===== src/common/lsu_defs.svh =====
`ifndef LSU_DEFS_SVH
`define LSU_DEFS_SVH

// Datapath widths
`define LSU_XLEN       64
`define LSU_PADDR_W    32
`define LSU_RNID_W     6
`define LSU_IMM_W      12

// Access geometry
`define LSU_LINE_BYTES 16
`define LSU_DW_BYTES   (`LSU_XLEN / 8)

// Offset widths within a line and within a doubleword
`define LSU_LINE_OFF_W $clog2(`LSU_LINE_BYTES)
`define LSU_DW_OFF_W   $clog2(`LSU_DW_BYTES)

`endif


===== src/common/lsu_pkg.sv =====
`default_nettype none

`include "lsu_defs.svh"

package lsu_pkg;

  typedef logic [`LSU_XLEN-1:0]              xlen_t;
  typedef logic [`LSU_PADDR_W-1:0]           paddr_t;
  typedef logic [`LSU_RNID_W-1:0]            rnid_t;
  typedef logic signed [`LSU_IMM_W-1:0]      imm_t;
  typedef logic [`LSU_DW_BYTES-1:0]          byte_mask_t;  // One bit per byte of a doubleword
  typedef logic [`LSU_LINE_BYTES*8-1:0]      line_t;

  // ----------------------------
  // Operation encodings
  // ----------------------------
  typedef enum logic {
    OP_LOAD,
    OP_STORE
  } lsu_op_e;

  typedef enum logic [1:0] {
    SIZE_B,
    SIZE_H,
    SIZE_W,
    SIZE_DW
  } lsu_size_e;

  typedef enum logic [1:0] {
    EXC_NONE,
    EXC_LD_MISALIGN,
    EXC_ST_MISALIGN
  } except_e;

endpackage

`default_nettype wire


===== src/common/lsu_stage_if.sv =====
`timescale 1ns/1ps
`default_nettype none

// One in-flight operation between two adjacent stages
interface lsu_stage_if;
  import lsu_pkg::*;

  logic      valid;
  lsu_op_e   op;
  lsu_size_e size;
  logic      sign;         // Sign-extend load result
  logic      rd_valid;
  rnid_t     rd_rnid;
  paddr_t    paddr;
  except_e   except_code;

  modport source (
    output valid, op, size, sign,
    output rd_valid, rd_rnid,
    output paddr, except_code
  );

  modport sink (
    input valid, op, size, sign,
    input rd_valid, rd_rnid,
    input paddr, except_code
  );

endinterface

`default_nettype wire


===== src/design/lsu_agen.sv =====
`timescale 1ns/1ps
`default_nettype none

`include "lsu_defs.svh"

module lsu_agen (
  input  wire                        i_clk,
  input  wire                        i_reset_n,
  input  wire                        i_issue_valid,
  input  wire lsu_pkg::lsu_op_e      i_issue_op,
  input  wire lsu_pkg::lsu_size_e    i_issue_size,
  input  wire                        i_issue_sign,
  input  wire lsu_pkg::xlen_t        i_issue_rs1,
  input  wire lsu_pkg::imm_t         i_issue_imm,
  input  wire                        i_issue_rd_valid,
  input  wire lsu_pkg::rnid_t        i_issue_rd_rnid,
  output logic                       o_l1d_rd_valid,
  output lsu_pkg::paddr_t            o_l1d_rd_paddr,
  lsu_stage_if.source                ex2_out
);
  import lsu_pkg::*;

  // EX0 issue register
  logic      r_ex0_valid;
  lsu_op_e   r_ex0_op;
  lsu_size_e r_ex0_size;
  logic      r_ex0_sign;
  paddr_t    r_ex0_base;    // Bare mode, only the low address bits matter
  imm_t      r_ex0_imm;
  logic      r_ex0_rd_valid;
  rnid_t     r_ex0_rd_rnid;

  // EX1 register
  logic      r_ex1_valid;
  lsu_op_e   r_ex1_op;
  lsu_size_e r_ex1_size;
  logic      r_ex1_sign;
  paddr_t    r_ex1_base;
  imm_t      r_ex1_imm;
  logic      r_ex1_rd_valid;
  rnid_t     r_ex1_rd_rnid;

  paddr_t    w_ex1_paddr;
  logic      w_ex1_misalign;
  except_e   w_ex1_except;

  always_ff @(posedge i_clk or negedge i_reset_n) begin
    if (!i_reset_n) begin
      r_ex0_valid   <= 1'b0;
      r_ex1_valid   <= 1'b0;
      ex2_out.valid <= 1'b0;
    end else begin
      r_ex0_valid   <= i_issue_valid;
      r_ex1_valid   <= r_ex0_valid;
      ex2_out.valid <= r_ex1_valid;
    end
  end

  always_ff @(posedge i_clk) begin
    r_ex0_op       <= i_issue_op;
    r_ex0_size     <= i_issue_size;
    r_ex0_sign     <= i_issue_sign;
    r_ex0_base     <= i_issue_rs1[`LSU_PADDR_W-1:0];
    r_ex0_imm      <= i_issue_imm;
    r_ex0_rd_valid <= i_issue_rd_valid;
    r_ex0_rd_rnid  <= i_issue_rd_rnid;

    r_ex1_op       <= r_ex0_op;
    r_ex1_size     <= r_ex0_size;
    r_ex1_sign     <= r_ex0_sign;
    r_ex1_base     <= r_ex0_base;
    r_ex1_imm      <= r_ex0_imm;
    r_ex1_rd_valid <= r_ex0_rd_valid;
    r_ex1_rd_rnid  <= r_ex0_rd_rnid;

    ex2_out.op          <= r_ex1_op;
    ex2_out.size        <= r_ex1_size;
    ex2_out.sign        <= r_ex1_sign;
    ex2_out.rd_valid    <= r_ex1_rd_valid;
    ex2_out.rd_rnid     <= r_ex1_rd_rnid;
    ex2_out.paddr       <= w_ex1_paddr;
    ex2_out.except_code <= w_ex1_except;
  end

  // ----------------------------
  // EX1 address generation
  // ----------------------------
  assign w_ex1_paddr = r_ex1_base +
                       {{(`LSU_PADDR_W-`LSU_IMM_W){r_ex1_imm[`LSU_IMM_W-1]}}, r_ex1_imm};

  always_comb begin
    case (r_ex1_size)
      SIZE_B:  w_ex1_misalign = 1'b0;
      SIZE_H:  w_ex1_misalign = w_ex1_paddr[0];
      SIZE_W:  w_ex1_misalign = |w_ex1_paddr[1:0];
      default: w_ex1_misalign = |w_ex1_paddr[2:0];
    endcase
  end

  assign w_ex1_except = !w_ex1_misalign     ? EXC_NONE :
                        r_ex1_op == OP_LOAD ? EXC_LD_MISALIGN : EXC_ST_MISALIGN;

  // Only aligned loads touch the cache
  assign o_l1d_rd_valid = r_ex1_valid & (r_ex1_op == OP_LOAD) & !w_ex1_misalign;
  assign o_l1d_rd_paddr = {w_ex1_paddr[`LSU_PADDR_W-1:`LSU_LINE_OFF_W],
                           {(`LSU_LINE_OFF_W){1'b0}}};

endmodule

`default_nettype wire


===== src/design/lsu_load_data.sv =====
`timescale 1ns/1ps
`default_nettype none

`include "lsu_defs.svh"

module lsu_load_data (
  input  wire                        i_clk,
  input  wire                        i_reset_n,
  lsu_stage_if.sink                  ex2_in,
  input  wire                        i_l1d_hit,
  input  wire lsu_pkg::line_t        i_l1d_line,
  output logic                       o_fwd_valid,
  output lsu_pkg::paddr_t            o_fwd_paddr,
  output lsu_pkg::lsu_size_e         o_fwd_size,
  input  wire lsu_pkg::byte_mask_t   i_fwd_mask,
  input  wire lsu_pkg::xlen_t        i_fwd_data,
  output logic                       o_miss_valid,
  output lsu_pkg::paddr_t            o_miss_paddr,
  output lsu_pkg::xlen_t             o_ex2_data,
  lsu_stage_if.source                ex3_out
);
  import lsu_pkg::*;

  logic       w_ex2_load;
  xlen_t      w_l1d_dw;
  xlen_t      w_merged;
  xlen_t      w_shifted;
  byte_mask_t w_size_mask;
  byte_mask_t w_need;
  logic       w_complete;

  // Aligned loads only, these are the ones that read the cache
  assign w_ex2_load = ex2_in.valid & (ex2_in.op == OP_LOAD) &
                      (ex2_in.except_code == EXC_NONE);

  assign o_fwd_valid = w_ex2_load;
  assign o_fwd_paddr = ex2_in.paddr;
  assign o_fwd_size  = ex2_in.size;

  // ----------------------------
  // Byte merge
  // ----------------------------
  assign w_l1d_dw = i_l1d_line[{ex2_in.paddr[`LSU_LINE_OFF_W-1:`LSU_DW_OFF_W],
                                {($clog2(`LSU_XLEN)){1'b0}}} +: `LSU_XLEN];

  for (genvar b = 0; b < `LSU_DW_BYTES; b++) begin : g_byte
    assign w_merged[b*8 +: 8] = i_fwd_mask[b] ? i_fwd_data[b*8 +: 8] : w_l1d_dw[b*8 +: 8];
  end

  always_comb begin
    case (ex2_in.size)
      SIZE_B:  w_size_mask = 8'h01;
      SIZE_H:  w_size_mask = 8'h03;
      SIZE_W:  w_size_mask = 8'h0f;
      default: w_size_mask = 8'hff;
    endcase
  end

  assign w_need     = w_size_mask << ex2_in.paddr[`LSU_DW_OFF_W-1:0];
  assign w_complete = i_l1d_hit | (&(i_fwd_mask | ~w_need));  // Hit or all bytes forwarded

  assign o_miss_valid = w_ex2_load & !w_complete;
  assign o_miss_paddr = {ex2_in.paddr[`LSU_PADDR_W-1:`LSU_LINE_OFF_W],
                         {(`LSU_LINE_OFF_W){1'b0}}};

  // Align and extend
  assign w_shifted = w_merged >> {ex2_in.paddr[`LSU_DW_OFF_W-1:0], 3'b000};

  always_comb begin
    case (ex2_in.size)
      SIZE_B:  o_ex2_data = {{(`LSU_XLEN-8){ex2_in.sign & w_shifted[7]}}, w_shifted[7:0]};
      SIZE_H:  o_ex2_data = {{(`LSU_XLEN-16){ex2_in.sign & w_shifted[15]}}, w_shifted[15:0]};
      SIZE_W:  o_ex2_data = {{(`LSU_XLEN-32){ex2_in.sign & w_shifted[31]}}, w_shifted[31:0]};
      default: o_ex2_data = w_shifted;
    endcase
  end

  // ----------------------------
  // EX3 register
  // ----------------------------
  always_ff @(posedge i_clk or negedge i_reset_n) begin
    if (!i_reset_n) begin
      ex3_out.valid <= 1'b0;
    end else begin
      ex3_out.valid <= ex2_in.valid & !o_miss_valid;  // Missed loads leave the pipe here
    end
  end

  always_ff @(posedge i_clk) begin
    ex3_out.op          <= ex2_in.op;
    ex3_out.size        <= ex2_in.size;
    ex3_out.sign        <= ex2_in.sign;
    ex3_out.rd_valid    <= ex2_in.rd_valid;
    ex3_out.rd_rnid     <= ex2_in.rd_rnid;
    ex3_out.paddr       <= ex2_in.paddr;
    ex3_out.except_code <= ex2_in.except_code;
  end

endmodule

`default_nettype wire


===== src/design/lsu_pipe_top.sv =====
`timescale 1ns/1ps
`default_nettype none

module lsu_pipe_top (
  input  wire                        i_clk,
  input  wire                        i_reset_n,
  // Issue
  input  wire                        i_issue_valid,
  input  wire lsu_pkg::lsu_op_e      i_issue_op,
  input  wire lsu_pkg::lsu_size_e    i_issue_size,
  input  wire                        i_issue_sign,
  input  wire lsu_pkg::xlen_t        i_issue_rs1,
  input  wire lsu_pkg::imm_t         i_issue_imm,
  input  wire                        i_issue_rd_valid,
  input  wire lsu_pkg::rnid_t        i_issue_rd_rnid,
  // L1D read
  output logic                       o_l1d_rd_valid,
  output lsu_pkg::paddr_t            o_l1d_rd_paddr,
  input  wire                        i_l1d_hit,
  input  wire lsu_pkg::line_t        i_l1d_line,
  // Store queue forwarding
  output logic                       o_fwd_valid,
  output lsu_pkg::paddr_t            o_fwd_paddr,
  output lsu_pkg::lsu_size_e         o_fwd_size,
  input  wire lsu_pkg::byte_mask_t   i_fwd_mask,
  input  wire lsu_pkg::xlen_t        i_fwd_data,
  // Miss, completion and writeback
  output logic                       o_miss_valid,
  output lsu_pkg::paddr_t            o_miss_paddr,
  output logic                       o_done_valid,
  output lsu_pkg::paddr_t            o_done_paddr,
  output lsu_pkg::except_e           o_done_except,
  output logic                       o_wb_valid,
  output lsu_pkg::rnid_t             o_wb_rnid,
  output lsu_pkg::xlen_t             o_wb_data
);
  import lsu_pkg::*;

  lsu_stage_if ex1_to_ex2 ();
  lsu_stage_if ex2_to_ex3 ();

  xlen_t w_ex2_data;

  lsu_agen u_agen (
    .i_clk            (i_clk),
    .i_reset_n        (i_reset_n),
    .i_issue_valid    (i_issue_valid),
    .i_issue_op       (i_issue_op),
    .i_issue_size     (i_issue_size),
    .i_issue_sign     (i_issue_sign),
    .i_issue_rs1      (i_issue_rs1),
    .i_issue_imm      (i_issue_imm),
    .i_issue_rd_valid (i_issue_rd_valid),
    .i_issue_rd_rnid  (i_issue_rd_rnid),
    .o_l1d_rd_valid   (o_l1d_rd_valid),
    .o_l1d_rd_paddr   (o_l1d_rd_paddr),
    .ex2_out          (ex1_to_ex2.source)
  );

  lsu_load_data u_load_data (
    .i_clk        (i_clk),
    .i_reset_n    (i_reset_n),
    .ex2_in       (ex1_to_ex2.sink),
    .i_l1d_hit    (i_l1d_hit),
    .i_l1d_line   (i_l1d_line),
    .o_fwd_valid  (o_fwd_valid),
    .o_fwd_paddr  (o_fwd_paddr),
    .o_fwd_size   (o_fwd_size),
    .i_fwd_mask   (i_fwd_mask),
    .i_fwd_data   (i_fwd_data),
    .o_miss_valid (o_miss_valid),
    .o_miss_paddr (o_miss_paddr),
    .o_ex2_data   (w_ex2_data),
    .ex3_out      (ex2_to_ex3.source)
  );

  lsu_writeback u_writeback (
    .i_clk         (i_clk),
    .i_reset_n     (i_reset_n),
    .ex3_in        (ex2_to_ex3.sink),
    .i_ex2_data    (w_ex2_data),
    .o_done_valid  (o_done_valid),
    .o_done_paddr  (o_done_paddr),
    .o_done_except (o_done_except),
    .o_wb_valid    (o_wb_valid),
    .o_wb_rnid     (o_wb_rnid),
    .o_wb_data     (o_wb_data)
  );

endmodule

`default_nettype wire


===== src/design/lsu_writeback.sv =====
`timescale 1ns/1ps
`default_nettype none

module lsu_writeback (
  input  wire                        i_clk,
  input  wire                        i_reset_n,
  lsu_stage_if.sink                  ex3_in,
  input  wire lsu_pkg::xlen_t        i_ex2_data,
  output logic                       o_done_valid,
  output lsu_pkg::paddr_t            o_done_paddr,
  output lsu_pkg::except_e           o_done_except,
  output logic                       o_wb_valid,
  output lsu_pkg::rnid_t             o_wb_rnid,
  output lsu_pkg::xlen_t             o_wb_data
);
  import lsu_pkg::*;

  xlen_t r_ex3_data;

  always_ff @(posedge i_clk or negedge i_reset_n) begin
    if (!i_reset_n) begin
      r_ex3_data <= '0;
    end else begin
      r_ex3_data <= i_ex2_data;
    end
  end

  // Everything that survived EX2 completes
  assign o_done_valid  = ex3_in.valid;
  assign o_done_paddr  = ex3_in.paddr;
  assign o_done_except = ex3_in.except_code;

  // Register write, x0 never written
  assign o_wb_valid = ex3_in.valid & (ex3_in.op == OP_LOAD) &
                      (ex3_in.except_code == EXC_NONE) &
                      ex3_in.rd_valid & (ex3_in.rd_rnid != '0);
  assign o_wb_rnid  = ex3_in.rd_rnid;
  assign o_wb_data  = r_ex3_data;

endmodule

`default_nettype wire


===== config.mk =====
export PLATFORM = sky130hd
export DESIGN_NAME = lsu_pipe_top
export DESIGN_NICKNAME = d
export VERILOG_FILES = /design/src/common/lsu_pkg.sv /design/src/common/lsu_stage_if.sv /design/src/design/lsu_agen.sv /design/src/design/lsu_load_data.sv /design/src/design/lsu_pipe_top.sv /design/src/design/lsu_writeback.sv
export VERILOG_INCLUDE_DIRS = /design/src /design/src/common
export SDC_FILE = /design/constraint.sdc
export NUM_CORES = 1
export LEC_CHECK = 0
export BUFFER_PORTS_ARGS = -buffer_cell sky130_fd_sc_hd__buf_4
export CORE_ASPECT_RATIO = 2
export CORE_MARGIN = 2
export CORE_UTILIZATION = 25
export CTS_CLUSTER_DIAMETER = 30
export DETAILED_ROUTE_END_ITERATION = 10
export PLACE_DENSITY = 0.45
export SYNTH_ARGS = -nofsm -noshare
export SYNTH_HDL_FRONTEND = slang
export SYNTH_SLANG_ARGS = --single-unit
export TNS_END_PERCENT = 5

===== constraint.sdc =====
create_clock -name i_clk -period 4.4 [get_ports i_clk]
set_clock_uncertainty 0.05 [all_clocks]
set_input_delay 0.88 -clock i_clk [delete_from_list [all_inputs] [get_ports i_clk]]
set_output_delay 0.88 -clock i_clk [all_outputs]
set_load 0.01 [all_outputs]

==> results.json <==
{
  "status": "finished clean",
  "cp.required_ps": 3470,
  "crit_fanout": 14,
  "core_area_sq_um": 45690,
  "final_nets": 1855,
  "drt_first_iter_violations": 524,
  "vias_per_cell": 4.738,
  "ys_ff_latch": 265,
  "seq_area_frac_synth": 0.4898,
  "final_max_slew_viol_count": 0,
  "synth_cell_types": 68,
  "grtUsageMet2": 0.4061,
  "rrSetupSlack_ps": 1310,
  "synth_area_sq_um": 11530,
  "vias": 10077,
  "cts_hold_buf": 0,
  "yosys.cell_count.top_type": "dfxtp_1",
  "area_delta_synth_final_pct": 42.88,
  "synth_compound_area_frac": 0.1583,
  "powerDensity_nw_per_um2": 505.3,
  "grtUsageMet3": 0.03743,
  "yosysWarnings": 0,
  "fmax_mhz": 231.9,
  "grt_use_met1": 0.1671,
  "synth_area_per_cell_sq_um": 10.25,
  "die_y_um": 307.7,
  "r2r_cells": 7,
  "yosys-top-cells-count": "197 x dfxtp_1, 121 x mux2i_1, 83 x nand2_1, 81 x a21oi_1",
  "synth_area_leader_cell": "dfxtp_1",
  "hold_viol": 0,
  "period_share": 0.9802,
  "place.gp.congestion": 0.9190,
  "relSlewSlack": 0.3767,
  "maxCapViolCount": 0,
  "synth_area_leaders": "dfxtp_1 34%, dfrtp_1 15%, mux2i_1 11%",
  "ys.flop_type": "dfxtp_1",
  "drc_errors": 0,
  "yosys.area_share.xor_xnor": 0.02128,
  "grt_pass1_wl_um": 69120,
  "hold_path.class": "register to register",
  "gr-total-overflow": 0,
  "cts_made_buffers": 37,
  "worstMarginPinSlew_ps": 908.9,
  "synthSimpleGateAreaFrac": 0.08901,
  "ir_drop_mv": 0.3130,
  "grt_pass1_vias": 10760,
  "top_usage_layer": "met2",
  "setup_viol": 0,
  "synth_edf_count": 0,
  "rows": 111,
  "rsz0062_at_grt": "no",
  "wl_per_cell_um": 23.14,
  "synth-adder-area-share": 0.03539,
  "post-cts-setup-buffers": 0,
  "numPortBuffers": 457,
  "muxShareOfSynthArea": 0.1344,
  "clk_pin_slew_ps": 60,
  "drt.antenna.violating_nets": 0,
  "dp.final_hpwl_um": 40660,
  "cts_root_buf": "clkbuf_16",
  "dieArea_sq_um": 47940,
  "arrival_ps": 3380,
  "setup.worst_path.start_class": "register",
  "clock_latency_ps": 530,
  "cts_tree": "built",
  "grt_max_degree": 69,
  "synthCells": 1125,
  "setup_tns_ps": 0,
  "drive_gt1_frac": 0.3780,
  "antenna_found_initial": 3,
  "ioPinCount": 498,
  "cts_buffer_depth": 3,
  "routed_wl_um": 49230,
  "period_minus_slack_ps": 4313,
  "globalRouteTotalUtil": 0.2001,
  "hold_slack_ps": 275.7,
  "cts.sinks": 265,
  "crit_type": "register to primary output",
  "synth_top_cell_area_share": 0.3422,
  "die_x_um": 155.8,
  "initial_core_util": 0.2523,
  "h-tree-depth": 2,
  "p_leak_uw": 0.007793,
  "drt-pass1-iter-count": 7,
  "hold_depth": 0,
  "async_reset_ff_frac": 0.2566,
  "synth_top_family_by_area": "compound AO/OA/AOI/OAI gates",
  "crit_path_end_kind": "primary output"
}
-- area by class of cell --
| cell class | instances | area, sq um |
|---|---|---|
| inverters | 23 | 86.33 |
| fillers | 4712 | 29220 |
| clock buffers | 41 | 982.2 |
| multi-input cells | 725 | 5100 |
| well taps | 565 | 706.9 |
| flip-flops and latches | 265 | 5650 |
| diodes | 1 | 2.502 |
| repair buffers | 480 | 3603 |
| clock inverters | 27 | 336.6 |
-- critical path, cell delays in order (launching register included) --
cell and delay, ps:
dfxtp_2 420, buf_4 260, ha_1 330, a21oi_1 350
a21boi_0 340, nand3_1 350, a31oi_1 440, xnor2_1 190
buf_4 160
-- stage by stage --
| stage | worst slack [ps] | area (sq um) | utilization | instances | total power, uW |
|---|---|---|---|---|---|
| 5_1_grt | 28.83 | 16470 | 0.3604 | 2127 | 8701 |
| 3_5_place_dp | 609.2 | 15140 | 0.3313 | 2058 | 5336 |
| 3_3_place_gp | 586.2 | 15140 | 0.3313 | 2058 | 5326 |
| 6_report | 87.21 | 16470 | 0.3604 | 2127 | 8322 |
| 4_1_cts | 26.01 | 16450 | 0.3601 | 2126 | 8452 |
| 2_1_floorplan | 856.0 | 11550 | - | 1132 | 4164 |
-- timing repair --
item                       in CTS  in global routing
gates resized for setup         0                  4
setup endpoints to repair       0                 11
hold endpoints to repair        0                  0
-- state kept, by name, indices dropped and copies added, names as in the netlist, 12 cells and up --
signal and flops:
u_agen.r_ex0_base 32, u_writeback.o_wb_data 64, u_agen.r_ex1_base 32, u_agen.r_ex1_imm 12
u_agen.ex2_out.paddr 32, u_load_data.ex3_out.paddr 32, u_agen.r_ex0_imm 12
-- final timing paths --
kind	startpoint	end
max in group asynchronous	i_reset_n	u_agen.r_ex1_valid
setup reg to reg	u_agen.ex2_out.paddr[3]	u_writeback.o_wb_data[9]
hold reg to reg	u_agen.ex2_out.rd_valid	u_load_data.ex3_out.rd_valid
setup / recovery	u_agen.r_ex1_imm[11]	o_l1d_rd_paddr[28]
hold / removal	u_agen.ex2_out.rd_valid	u_load_data.ex3_out.rd_valid
min in group asynchronous	i_reset_n	u_writeback.o_wb_data[21]
-- layer usage --
metal  vias to the layer above  part of all wire
li1                       4779                 -
met1                      4689              0.30
met2                       482              0.57
met3                       123             0.059
met4                         4             0.076
met5                         -           0.00053
-- report_power, final --
group | leakage, uW | internal, uW | switching, uW | total, uW
clock network | 0.000635 | 1770 | 1290 | 3060
logic | 0.00463 | 1050 | 1310 | 2360
registers | 0.00253 | 2750 | 155 | 2900
total | 0.00779 | 5570 | 2750 | 8320
-- cell usage in the layout (no fill, tap or decap), types with 5 or more instances in the layout --
cell type / n
dfrtp_1: 68
ha_1: 31
o2111ai_1: 8
dfxtp_1: 195
clkinv_8: 6
nor2_1: 70
conb_1: 8
nand2b_1: 14
a222oi_1: 8
inv_1: 19
o31ai_1: 11
nand2_1: 83
inv_6: 5
o21ai_0: 69
a31oi_1: 7
o22ai_1: 6
a21oi_1: 80
mux2i_1: 121
clkbuf_16: 38
o21a_1: 10
xnor2_1: 18
buf_4: 480
and2_1: 5
nor3_1: 13
inv_8: 5
xor2_1: 10
nand4_1: 7
o211ai_1: 21
nand3_1: 9
a21o_1: 8
o21bai_1: 5
nor2b_1: 5
mux2_2: 24
-- logic make-up (layout without fill, tap and decap cells) --
family                   after synthesis  after routing
XOR/XNOR                              28             28
multiplexers                         149            149
AO/OA/AOI/OAI                        281            281
adder cells (fa/ha/maj)               32             32
other                                  1              9
AND/OR/NAND/NOR                      227            227
flip-flops                           265            265
buffers and inverters                142            571
(Power assumes the default switching activity.)
